[src/include/matmul_params.svh]
`ifndef MATMUL_PARAMS_SVH
`define MATMUL_PARAMS_SVH

////////////////////////////////////////////////////////////////////////
// Matrix multiplier sizes
////////////////////////////////////////////////////////////////////////

// Element width in bits
`define MM_DWIDTH 16

// Matrix dimension, also the number of elements per memory word
`define MM_N 4

// Memory address width and depth
`define MM_AWIDTH 4
`define MM_DEPTH 16

`endif
[src/design/matmul_pkg.sv]
`default_nettype none

`include "matmul_params.svh"

package matmul_pkg;

  // One matrix element
  typedef logic [`MM_DWIDTH-1:0] elem_t;

  // Row-wide memory word, element 0 in the low bits
  typedef elem_t [`MM_N-1:0] row_t;

  typedef logic [`MM_AWIDTH-1:0] addr_t;

  // Host request opcodes
  typedef enum logic [1:0] {
    OP_NONE,
    OP_WRITE_A,
    OP_WRITE_B,
    OP_READ_C
  } host_op_t;

  typedef struct packed {
    host_op_t op;
    addr_t    addr;
    row_t     data;
  } host_req_t;

  // Sequencer states
  typedef enum logic [1:0] {
    IDLE,
    FEED,
    WAIT,
    WRITE
  } seq_state_t;

  typedef struct packed {
    logic clear;
    logic acc_en;
  } mac_ctl_t;

  // C write-back request
  typedef struct packed {
    logic  we;
    addr_t row;
  } result_wr_t;

  // Full accumulator grid, row i holds C row i
  typedef row_t [`MM_N-1:0] acc_matrix_t;

endpackage

`default_nettype wire

[src/design/matmul_sequencer.sv]
`default_nettype none

`include "matmul_params.svh"

module matmul_sequencer
  import matmul_pkg::*;
(
  input  logic       clk,
  input  logic       reset,
  input  logic       start,
  output logic       busy,
  output addr_t      eng_addr,
  output mac_ctl_t   mac_ctl,
  output result_wr_t wr,
  output logic       done
);

  // Last step index of each phase
  localparam logic [1:0] FEED_LAST  = 2'(`MM_N - 1);
  localparam logic [1:0] WAIT_LAST  = 2'd1;
  localparam logic [1:0] WRITE_LAST = 2'(`MM_N - 1);

  seq_state_t state;
  logic [1:0] step;
  logic       feed_d1;
  mac_ctl_t   mac_ctl_q;

  ////////////////////////////////////////////////////////////////////
  // Run FSM, 4 FEED + 2 WAIT + 4 WRITE cycles
  ////////////////////////////////////////////////////////////////////

  always_ff @(posedge clk) begin
    if (reset) begin
      state <= IDLE;
      step  <= 2'd0;
    end else begin
      case (state)
        IDLE: begin
          step <= 2'd0;
          if (start) begin
            state <= FEED;
          end
        end
        FEED: begin
          if (step == FEED_LAST) begin
            state <= WAIT;
            step  <= 2'd0;
          end else begin
            step <= step + 2'd1;
          end
        end
        // Lets the last operand rows drain into the array
        WAIT: begin
          if (step == WAIT_LAST) begin
            state <= WRITE;
            step  <= 2'd0;
          end else begin
            step <= step + 2'd1;
          end
        end
        WRITE: begin
          if (step == WRITE_LAST) begin
            state <= IDLE;
            step  <= 2'd0;
          end else begin
            step <= step + 2'd1;
          end
        end
        default: begin
          state <= IDLE;
          step  <= 2'd0;
        end
      endcase
    end
  end

  ////////////////////////////////////////////////////////////////////
  // MAC control
  ////////////////////////////////////////////////////////////////////

  // Operand rows arrive two cycles after their address
  always_ff @(posedge clk) begin
    if (reset) begin
      feed_d1   <= 1'b0;
      mac_ctl_q <= '0;
    end else begin
      feed_d1          <= (state == FEED);
      mac_ctl_q.acc_en <= feed_d1;
      mac_ctl_q.clear  <= (state == IDLE) && start;
    end
  end

  assign mac_ctl  = mac_ctl_q;
  assign busy     = (state != IDLE);
  assign eng_addr = (state == FEED) ? addr_t'(step) : '0;

  // Write-back of C rows 0..3, done on the last one
  assign wr   = '{we: (state == WRITE), row: addr_t'(step)};
  assign done = (state == WRITE) && (step == WRITE_LAST);

endmodule

`default_nettype wire

[config.mk]
export PLATFORM = sky130hd
export DESIGN_NAME = matmul_sequencer
export DESIGN_NICKNAME = d
export VERILOG_FILES = /design/src/design/matmul_pkg.sv /design/src/design/matmul_sequencer.sv
export VERILOG_INCLUDE_DIRS = /design/src /design/src/include
export SDC_FILE = /design/constraint.sdc
export NUM_CORES = 1
export LEC_CHECK = 0
export ABC_AREA = 1
export BUFFER_PORTS_ARGS = -buffer_cell sky130_fd_sc_hd__buf_2
export CORE_AREA = 2 2 39 41
export CTS_CLUSTER_DIAMETER = 200
export DETAILED_ROUTE_END_ITERATION = 10
export DIE_AREA = 0 0 41 43
export GPL_ROUTABILITY_DRIVEN = 0
export SLEW_MARGIN = 20
export SYNTH_ARGS = -nofsm -noshare
export SYNTH_HDL_FRONTEND = slang
export SYNTH_SLANG_ARGS = --single-unit
[constraint.sdc]
create_clock -name clk -period 2.33 [get_ports clk]
set_clock_uncertainty 0.05 [all_clocks]
set_input_delay 0.233 -clock clk [delete_from_list [all_inputs] [get_ports clk]]
set_output_delay 0.233 -clock clk [all_outputs]
set_load 0.05 [all_outputs]
==> key figures <==
Status
  • Status: finished, final reports clean

Drt
  • Via count: 384
  • Drt pass-1 iters: 4
  • # DRC: 0
  • Vias/cell: 4.09
  • Remaining antenna violation count after routing: 0
  • Avg WL per Cell: 7.95 um
  • Final wirelength: 747 um
  • Initial DRC Count: 3

Place
  • Placed Instances: 90
  • Dpl hpwl: 636 um
  • I/O Buffers: 11
  • Dpl cell area: 528 sq um
  • DP Worst Slack: 0.980 ns

Global routing
  • Vias in the first global route: 318
  • First-pass GRT wire length: 1.20 mm
  • Initial antenna violation count: 0
  • Largest net degree at the start of global routing: 8
  • Gr usage total: 0.0976
  • Global route total overflow: 0

Clock network
  • CTS root buf: clkbuf_4
  • CTS tree: yes
  • Total clock sinks: 7
  • CTS H-tree lvls: 1
  • Hold buffers post-CTS: 0
  • Clock latency at the later pin of the worst-skew pair: 0.25 ns
  • Post-cts sizing count: 0
  • CTS max path bufs: 2
  • CTS buffer count: 3
  • Worst-path clk slew: 0.05 ns
  • Post-CTS setup buffers: 0

Yosys
  • Synth top area cells: dfxtp_1 (30%), ha_1 (24%), inv_1 (12%)
  • Count of state elements after synthesis: 7
  • Yosys top cell area share: 0.297
  • Count of warnings emitted by yosys: 0
  • Synthesized area per cell: 7.37 sq um
  • Post-Syn Area: 472 sq um
  • Area leader, netlist: dfxtp_1
  • Synth Instances: 64
  • Seq/Total Area, Yosys: 0.297
  • Synth cell types: 14

Worst setup path
  • Crit end category: output pin
  • Worst reg-to-reg setup slack: 1.02 ns
  • Critical Path Start Type: register
  • Crit Path Max Fanout: 5
  • WP data arrival: 1.32 ns
  • WS Path Type: reg2out
  • Crit path required time: 2.05 ns

Timing
  • Tcrit/Tclk final: 0.689
  • Max-slew violations: 0
  • Post-route minimum period: 1.61 ns
  • Fmax: 0.623 GHz
  • Min setup slack post-route: 0.724 ns
  • RSZ-0062 raised after global routing: no
  • Final Setup Violations: 0
  • Hold Vio Cnt, Final: 0
  • Fin Setup TNS: 0 ns
  • Worst hold slack: 0.141 ns

Floorplanning
  • Initial Utilization: 0.341
  • # IOs: 16
  • Die W: 41 um
  • # rows: 14
  • Core Footprint: 0.00138 sq mm
  • Die height: 43 um
  • Die area: 0.00176 sq mm

Cells and area
  • Final instance area: 554 sq um
  • Final cell count without fillers: 94
  • # diodes: 0
  • Final Util: 0.401
  • Final Net Count: 91
  • Layout cells sized above 1: 0.218
  • Synthesis-to-layout area growth: 17.5%

Pwr
  • Combinational share of power: 0.553
  • Pwr dens: 1150 mW/mm^2
  • Sequential share of power: 0.279
  • Net Sw Power: 318 uW
  • VDD IR max: 0.494 mV
  • Sw frac: 0.500
  • Clock power share: 0.168
  • Pint: 317 uW
  • Lkg Pwr: 0.334 nW
  • Pwr Total: 635 uW

Run
  • Max-cap viol count: 0

Hold path
  • Hold WC Path Type: in2reg
## kinds of logic after synthesis
logic type | count (synthesis) | share of synthesized area
flops | 7 | 0.297
other cells | 1 | 0.00795
compound gates | 3 | 0.0424
buf+inv | 19 | 0.183
simple gates | 25 | 0.231
fa+ha+maj | 9 | 0.239
## worst paths after layout
| kind | to | startpoint | cells past startpoint |
|---|---|---|---|
| worst max-delay path | eng_addr[0] | state[1] | 5 |
| worst min-delay path | mac_ctl[0] | reset | 2 |
| worst max register to register | state[1] | state[1] | 7 |
| worst min register to register | mac_ctl[0] | feed_d1 | 2 |
## power groups by stage
stage	clock network [mW]	logic, mW	registers [mW]
3_3_place_gp	0	0.349	0.179
5_1_grt	0.117	0.389	0.183
4_1_cts	0.110	0.355	0.179
3_5_place_dp	0	0.352	0.181
6_report	0.107	0.351	0.177
2_1_floorplan	0	0.251	0.219
## state kept, by name, summed over array words and instances, names as in the netlist
register and cells:
feed_d1 1, state 2, step 2, mac_ctl 2
## cells in the mapped netlist
master / number
inv_1: 15
nor2_1: 10
ha_1: 9
nand2_1: 9
dfxtp_1: 7
buf_4: 4
nand3_1: 2
nor2_2: 2
a21oi_1: 1
conb_1: 1
nor3_1: 1
nor3_2: 1
o21a_1: 1
o21bai_1: 1
## critical path, stage by stage, from the launching register on
cell and delay, ns:
dfxtp_1 0.33, inv_1 0.10, ha_1 0.27, nand2_1 0.08, inv_1 0.05, buf_2 0.25
## layout by cell type (no fill, tap or decap), drive strengths merged
master | Yosys | routed
ha | 9 | 9
nor3 | 2 | 2
buf | 4 | 11
nor2 | 12 | 12
o21a | 1 | 1
nand2 | 9 | 9
clkbuf | 0 | 4
dfxtp | 7 | 7
a21oi | 1 | 1
inv | 15 | 15
conb | 1 | 4
nand3 | 2 | 2
o21bai | 1 | 1
## final cells by class
type,instances,area (sq um)
well taps,16,20.0
inverters,15,56.3
repair buffers,11,55.1
multi-input cells,41,256
flip-flops and latches,7,140
fillers,149,830
clock buffers,4,26.3
## routing by layer
metal  global-route usage  share of wire  up-vias
met1                0.133           0.49      167
li1                     -              -      207
met4               0.0400              0        0
met2                0.138           0.47       10
met3               0.0314          0.040        0
met5                    0              0        -
Note: power is estimated with default switching activity, not from simulation.
