--- src/include/matmul_params.svh ---
`ifndef MATMUL_PARAMS_SVH
`define MATMUL_PARAMS_SVH

////////////////////////////////////////////////////////////////////////
// Matrix multiplier sizes
////////////////////////////////////////////////////////////////////////

// Element width in bits
`define MM_DWIDTH 16

// Matrix dimension, also the number of elements per memory word
`define MM_N 4

// Memory address width and depth
`define MM_AWIDTH 4
`define MM_DEPTH 16

`endif
--- src/design/matmul_pkg.sv ---
`default_nettype none

`include "matmul_params.svh"

package matmul_pkg;

  // One matrix element
  typedef logic [`MM_DWIDTH-1:0] elem_t;

  // Row-wide memory word, element 0 in the low bits
  typedef elem_t [`MM_N-1:0] row_t;

  typedef logic [`MM_AWIDTH-1:0] addr_t;

  // Host request opcodes
  typedef enum logic [1:0] {
    OP_NONE,
    OP_WRITE_A,
    OP_WRITE_B,
    OP_READ_C
  } host_op_t;

  typedef struct packed {
    host_op_t op;
    addr_t    addr;
    row_t     data;
  } host_req_t;

  // Sequencer states
  typedef enum logic [1:0] {
    IDLE,
    FEED,
    WAIT,
    WRITE
  } seq_state_t;

  typedef struct packed {
    logic clear;
    logic acc_en;
  } mac_ctl_t;

  // C write-back request
  typedef struct packed {
    logic  we;
    addr_t row;
  } result_wr_t;

  // Full accumulator grid, row i holds C row i
  typedef row_t [`MM_N-1:0] acc_matrix_t;

endpackage

`default_nettype wire

--- src/design/result_mem.sv ---
`default_nettype none

`include "matmul_params.svh"

module result_mem
  import matmul_pkg::*;
(
  input  logic        clk,
  input  logic        reset,
  input  logic        rd_req,
  input  addr_t       host_addr,
  input  result_wr_t  wr,
  input  acc_matrix_t acc,
  output row_t        rd_data,
  output logic        rd_valid
);

  localparam int ROW_BITS = $clog2(`MM_N);

  addr_t      host_addr_q;
  logic [1:0] rd_pipe;
  addr_t      ram_addr;
  row_t       ram_wdata;
  row_t       ram_rdata;

  ////////////////////////////////////////////////////////////////////
  // Address select, write-back has priority
  ////////////////////////////////////////////////////////////////////

  assign ram_addr  = wr.we ? wr.row : host_addr_q;
  assign ram_wdata = acc[wr.row[ROW_BITS-1:0]];

  single_port_ram u_ram (
    .clk   (clk),
    .addr  (ram_addr),
    .wdata (ram_wdata),
    .we    (wr.we),
    .rdata (ram_rdata)
  );

  ////////////////////////////////////////////////////////////////////
  // Host read pipeline
  ////////////////////////////////////////////////////////////////////

  // Stage 0 follows the address register, stage 1 the RAM output
  always_ff @(posedge clk) begin
    if (reset) begin
      host_addr_q <= '0;
      rd_pipe     <= 2'b00;
      rd_valid    <= 1'b0;
    end else begin
      host_addr_q <= host_addr;
      rd_pipe     <= {rd_pipe[0], rd_req};
      rd_valid    <= rd_pipe[1];
    end
  end

  // output row holds until the next read lands
  always_ff @(posedge clk) begin
    if (rd_pipe[1]) begin
      rd_data <= ram_rdata;
    end
  end

endmodule

`default_nettype wire

--- src/design/single_port_ram.sv ---
`default_nettype none

`include "matmul_params.svh"

module single_port_ram
  import matmul_pkg::*;
(
  input  logic  clk,
  input  addr_t addr,
  input  row_t  wdata,
  input  logic  we,
  output row_t  rdata
);

  row_t mem [0:`MM_DEPTH-1];

  // Synchronous write
  always_ff @(posedge clk) begin
    if (we) begin
      mem[addr] <= wdata;
    end
  end

  // Registered read, returns the old word on a same-address write
  always_ff @(posedge clk) begin
    rdata <= mem[addr];
  end

endmodule

`default_nettype wire

--- config.mk ---
export PLATFORM = sky130hd
export DESIGN_NAME = result_mem
export DESIGN_NICKNAME = d
export VERILOG_FILES = /design/src/design/matmul_pkg.sv /design/src/design/result_mem.sv /design/src/design/single_port_ram.sv
export VERILOG_INCLUDE_DIRS = /design/src /design/src/include
export SDC_FILE = /design/constraint.sdc
export NUM_CORES = 1
export LEC_CHECK = 0
export ABC_AREA = 1
export BUFFER_PORTS_ARGS = -buffer_cell sky130_fd_sc_hd__buf_2
export CELL_PAD_IN_SITES_DETAIL_PLACEMENT = 0
export CELL_PAD_IN_SITES_GLOBAL_PLACEMENT = 1
export CORE_MARGIN = 1
export CORE_UTILIZATION = 45
export DETAILED_ROUTE_END_ITERATION = 10
export GPL_ROUTABILITY_DRIVEN = 0
export HOLD_SLACK_MARGIN = 0.08
export PLACE_DENSITY = 0.76
export SETUP_SLACK_MARGIN = 0.15
export SYNTH_ARGS = -nofsm -noshare
export SYNTH_HDL_FRONTEND = slang
export SYNTH_SLANG_ARGS = --single-unit
--- constraint.sdc ---
create_clock -name clk -period 4.95 [get_ports clk]
set_input_delay 0.495 -clock clk [delete_from_list [all_inputs] [get_ports clk]]
set_output_delay 0.495 -clock clk [all_outputs]
set_load 0.02 [all_outputs]
==> impl_metrics.toml, run 1 <==
[run_status]
outcome = "finished, final reports clean"

[min_path]
min_path_type = "in -> reg"

[yosys]
yosys_warnings = 0
synth_mux_area_share_pct = 0
synth-seq-cells = 1159
synth_fa_ha_area_share_pct = 0
synth_edf_count = 1088
mappedNetlistArea_sq_mm = 0.0488
synth-compound-area-share_pct = 2.17
post_synth_and_or_nand_nor_area_fraction_pct = 23.8
synth_top_family_by_area = "simple AND/OR/NAND/NOR gates"
synth_cell_types = 18
synth_xor_xnor_area_share_pct = 0
synth_ff_type = "edfxtp_1"
async_flop_share_pct = 0
syn-num-nets = 4983
yosysSeqAreaShare_pct = 69.9
synthCells = 4715
post_synth.cell_area_avg_sq_um = 10.3

[sta]
tightest_slew_ps = 1430
fin_crit_sh_pct = 60.3
slew_viol_final = 0
finalHoldViolCount = 0
setup_viol = 0
max_freq_mhz = 335
min_period_ps = 2980
tns_ps = 0
clock_skew_ps = 28.4
slew_headroom_pct = 4.51
setup_ws_ps = 1970
rsz0062_at_grt = "false"

[floorplanning]
chipHeight_um = 331
core-area_sq_mm = 0.107
die-width_um = 331
rows = 120
start_util_pct = 45.5
io_pins = 333
fp.dieArea_sq_mm = 0.110

[flow_run]
cap_violations = 0

[worst_setup_path]
worstSetupPathType = "reg -> reg"
required_ps = 5330
cp_max_fo = 96
end_kind = "flop"
worstPathArrival_ps = 3370
worst_setup_path_start_kind = "flop"

[drt]
met1Wirelength_um = 61000
wl_per_cell_um = 21.5
post-route-drc-count = 0
drtIter0Drc = 3272
avgViaCountPerCell = 5.33
dr_wl_met2_um = 64600
postRouteWirelength_um = 140000
antenna_left = 0
vias = 34600
dr_wl_met3_um = 11100
top_layer = "met5"
firstDrtPassIters = 5

[cells_and_area]
nFillCells = 9456
final_net_count = 5256
drive_gt1_share_pct = 13.3
area_delta_synth_final_pct = 15.0
finalCoreUtilization_pct = 52.3

[clock_network]
htreeDepth = 3
clock_latency_ps = 730
cts_buffers = 119
cts.repair.resized = 0
cts-root-buf = "clkbuf_16"
clkTransAtPathRegs_ps = 60
clock-sinks = 1159
cts_tree = "done"
cts_buffer_depth = 3

[place]
portBuffers = 332
place_ws_ps = 1520
hpwl_um = 72400

[global_routing]
grt_pass1_vias = 33100
grt_pass1_wl_um = 208000
antenna_found_initial = 6
grt_max_degree = 185
grtUsageTotal_pct = 25.1
gr-total-overflow = 0

[power]
powerDensity_mw_per_mm2 = 398
finalPower_w = 0.0223
ir_drop_mv = 0.265
p_leak_nw = 23.3
-- state kept, by name, summed over array words and instances (netlist names) --
| signal | cells |
|---|---|
| host_addr_q | 4 |
| rd_data | 64 |
| rd_valid | 1 |
| u_ram.rdata | 64 |
| u_ram.mem | 1024 |
| rd_pipe | 2 |
-- through the flow --
stage	cell area, sq um	std cells	hold WS [ps]
3_3_place_gp	52000	6258	385
6_report	56100	6497	306
2_1_floorplan	48800	4715	386
4_1_cts	56100	6493	356
5_1_grt	56100	6496	331
3_5_place_dp	52000	6258	385
-- synthesized netlist by cell type (24+ instances only) --
cell type | n | area [sq um]
dfxtp_1 | 71 | 1420
clkbuf_1 | 65 | 244
edfxtp_1 | 1088 | 32700
nor2_1 | 155 | 582
inv_2 | 24 | 90.1
o21ai_0 | 128 | 641
inv_1 | 122 | 458
buf_4 | 26 | 195
buf_2 | 193 | 966
nand3_1 | 516 | 2580
o22ai_1 | 64 | 400
nand2_1 | 2247 | 8430
-- worst max-delay path, stage by stage, from the launching register on --
cell     delay, ps
dfxtp_1        520
nand2_8        440
nand2_8        260
nand3_1        340
nor2_4         720
buf_12         350
-- area by class of cell --
cell class / instances / area, sq um / area share [%]
clock inverters: 58 / 678 / 1.21
multi-input cells: 3116 / 13000 / 23.1
diodes: 1 / 2.50 / 0.00446
clock buffers: 168 / 3290 / 5.87
well taps: 1403 / 1760 / 3.13
flip-flops and latches: 1159 / 34100 / 60.8
repair buffers: 446 / 2770 / 4.93
inverters: 146 / 558 / 0.995
-- routing by layer --
metal  vias up  GRT usage, %
met5         -             0
met4         4          6.78
met3       186          4.30
met2      1450          39.9
met1     16700          35.7
li1      16300             -
-- repair_timing --
item | in CTS | in global routing
hold endpoints to repair | 7 | 0
setup buffers | 0 | 0
hold buffers | 9 | 0
-- where the power goes --
part	leakage [nW]	total (W)	switching, W	internal [W]
Sequential	10.5	0.0112	0.000108	0.0111
Combinational	10.9	0.00205	0.00150	0.000555
Clock	1.94	0.00905	0.00383	0.00523
-- placed cells by master (no fill, tap or decap), drive strengths merged --
cell | netlist | routed
nor2 | 155 | 155
o21ai | 130 | 130
clkbuf | 65 | 168
or2 | 1 | 1
inv | 146 | 150
edfxtp | 1088 | 1088
dfxtp | 71 | 71
o22ai | 64 | 64
buf | 229 | 437
dlygate4sd3 | 0 | 9
bufinv | 0 | 11
diode | 0 | 1
nand2 | 2250 | 2250
clkinvlp | 0 | 4
nand3 | 516 | 516
clkinv | 0 | 39
-- path summary, 6_finish.rpt --
| check | cells after the start | end | slack (ps) | from |
|---|---|---|---|---|
| worst min-delay path | 3 | u_ram.mem[2][17] | 310 | acc[17] |
| worst min register to register | 2 | rd_pipe[1] | 390 | rd_pipe[0] |
| worst max register to register | 5 | u_ram.mem[11][17] | 1970 | host_addr_q[0] |
| worst max-delay path | 5 | u_ram.mem[11][17] | 1970 | host_addr_q[0] |
-- cell families (layout without fill, tap and decap cells) --
group           count (synthesis)  in the layout
simple gates                 2922           2922
flops                        1159           1159
buf+inv                       440            818
compound gates                194            194
other cells                     0              1
No activity file was read; power rests on OpenSTA's default activity.
==> run 2: changes to the inputs <==
ABC_AREA = 0   (was 1)
PLACE_DENSITY = 0.75   (was 0.76)
clock period = 2.7 ns   (was 4.95 ns; I/O delays follow)
==> impl_metrics.toml, run 2 <==
[run_status]
outcome = "finished, final reports clean"

[drt]
vias = 29700
antenna_left = 0
postRouteWirelength_um = 131000
avgViaCountPerCell = 6.50
post-route-drc-count = 0
wl_per_cell_um = 28.6
drtIter0Drc = 3852
firstDrtPassIters = 5

[sta]
setup_viol = 0
min_period_ps = 2410
slew_viol_final = 0
slew_headroom_pct = 28.1
clock_skew_ps = 32.2
tns_ps = 0
max_freq_mhz = 416
fin_crit_sh_pct = 89.1
setup_ws_ps = 295
tightest_slew_ps = 1070
rsz0062_at_grt = "false"
finalHoldViolCount = 0

[floorplanning]
core-area_sq_mm = 0.0984
io_pins = 333
start_util_pct = 45.5
fp.dieArea_sq_mm = 0.101
chipHeight_um = 317
rows = 115
die-width_um = 317

[power]
ir_drop_mv = 0.651
powerDensity_mw_per_mm2 = 735
p_leak_nw = 16.3

[global_routing]
grtUsageTotal_pct = 25.3
gr-total-overflow = 0
grt_pass1_wl_um = 192000
antenna_found_initial = 3
grt_pass1_vias = 30300
grt_max_degree = 105

[clock_network]
htreeDepth = 3
cts_buffer_depth = 3
cts.repair.resized = 0
clock-sinks = 1159
cts-root-buf = "clkbuf_16"
cts_tree = "done"
clock_latency_ps = 700
clkTransAtPathRegs_ps = 70
cts_buffers = 112

[cells_and_area]
area_delta_synth_final_pct = 17.5
fin_area_sq_mm = 0.0526
final_net_count = 3449
layout_common_cells = "edfxtp_1 (1088), o21ai_0 (799), buf_2 (330), a41oi_1 (256), o21ai_1 (225)"
drive_gt1_share_pct = 21.6
final_common_cell = "edfxtp_1"
top_regs = "u_ram.mem (1024), rd_data (64), u_ram.rdata (64)"
nFillCells = 7892
largest_reg_flops = 1024
largest-register = "u_ram.mem"
finalCoreUtilization_pct = 53.5

[worst_setup_path]
slowest_stage = "dfxtp_1"
crit_path_cell_trace = "nor3b_2, buf_12, buf_12, o21ai_1, a41oi_1, or4_1"
worst_path_most_repeated_cell = "buf_12"
worstSetupPathType = "reg -> reg"
worstPathArrival_ps = 3030
crit_family = "buffers and inverters"
worst_setup_path_start_kind = "flop"
cp_max_fo = 55
crit_buf_inv = 2
end_kind = "flop"
max_stage_delay_ps = 560
required_ps = 3320

[yosys]
yosys.area.top_type_share_pct = 73.0
yosysSeqAreaShare_pct = 76.2
async_flop_share_pct = 0
syn-num-nets = 3150
mappedNetlistArea_sq_mm = 0.0448
synth_cell_types = 30
post_synth.cell_area_avg_sq_um = 15.5
yosys.area.top_type = "edfxtp_1"
yosys_warnings = 0
synth_ff_type = "edfxtp_1"
synth-seq-cells = 1159
synth_most_common_cell = "edfxtp_1"
synth_top_cells_by_area = "edfxtp_1 (73%), o21ai_0 (8.9%), a41oi_1 (5.0%)"
synthCells = 2882
synth_edf_count = 1088
netlist_top_cells_count = "edfxtp_1 (1088), o21ai_0 (799), a41oi_1 (256)"

[place]
place_ws_ps = 200
placed_cell_area_sq_mm = 0.0488
hpwl_um = 67400
portBuffers = 332

[min_path]
min_path_type = "in -> reg"

[flow_run]
cap_violations = 0
run 2: cell count changes after synthesis, moves of 120 or more:
cell and change:
clkbuf_1 +164, a41oi_1 +256, nor2_1 -146, inv_1 -120, o21ai_0 +671, nand2_1 -2245, nand3_1 -515, buf_2 -167
o21ai_1 +225
run 2: cell families (layout without fill, tap and decap cells):
group | Yosys count | after routing | share of synthesized area (%)
AO/OA/AOI/OAI | 1284 | 1284 | 16.6
flip-flops | 1159 | 1159 | 76.2
buffers and inverters | 272 | 666 | 2.42
AND/OR/NAND/NOR | 103 | 103 | 1.59
multiplexers | 64 | 64 | 3.22
other | 0 | 2 | 0
run 2: final timing paths:
path                         from          endpoint  slack (ps)  depth (start not counted)
setup reg to reg   host_addr_q[0]   u_ram.rdata[44]         290                          6
hold / removal           acc[148]  u_ram.mem[5][20]         230                          2
hold reg to reg   u_ram.rdata[58]       rd_data[58]         400                          0
setup / recovery   host_addr_q[0]   u_ram.rdata[44]         290                          6
run 2: repair_timing:
action,CTS,global route
endpoints found under the hold margin,7,0
setup buffers,0,0
hold buffers,7,0
run 2: stage by stage:
stage | hold WS [ps] | power, W | std cells
finish | 226 | 0.0387 | 4565
global route | 236 | 0.0397 | 4563
CTS | 193 | 0.0389 | 4563
detailed placement | 389 | 0.0234 | 4347
global placement | 389 | 0.0233 | 4347
floorplan | 342 | 0.0222 | 2882
run 2: worst register-to-register path: stages (launching register included):
cell     delay, ps
dfxtp_1        560
nor3b_2        440
buf_12         350
buf_12         400
o21ai_1        190
a41oi_1        250
or4_1          150
run 2: power by group:
group	internal (W)	switching [W]
clock network	0.00903	0.00658
logic	0.000795	0.00174
registers	0.0204	0.000168
run 2: per-layer routing:
layer | share of wire, % | global-route usage (%)
met1 | 40 | 34.6
met5 | 0.010 | 0
met3 | 9.6 | 4.26
met2 | 48 | 41.4
met4 | 2.7 | 8.55
run 2: layout make-up:
type                    count  area, sq um  area share, %
flip-flops and latches   1159        34100           64.8
multi-input cells        1451         9820           18.7
repair buffers            455         3370           6.41
clock buffers             165         3180           6.05
well taps                1287         1610           3.06
clock inverters            44          507          0.963
inverters                   2         7.51         0.0143
diodes                      2         5.00        0.00951
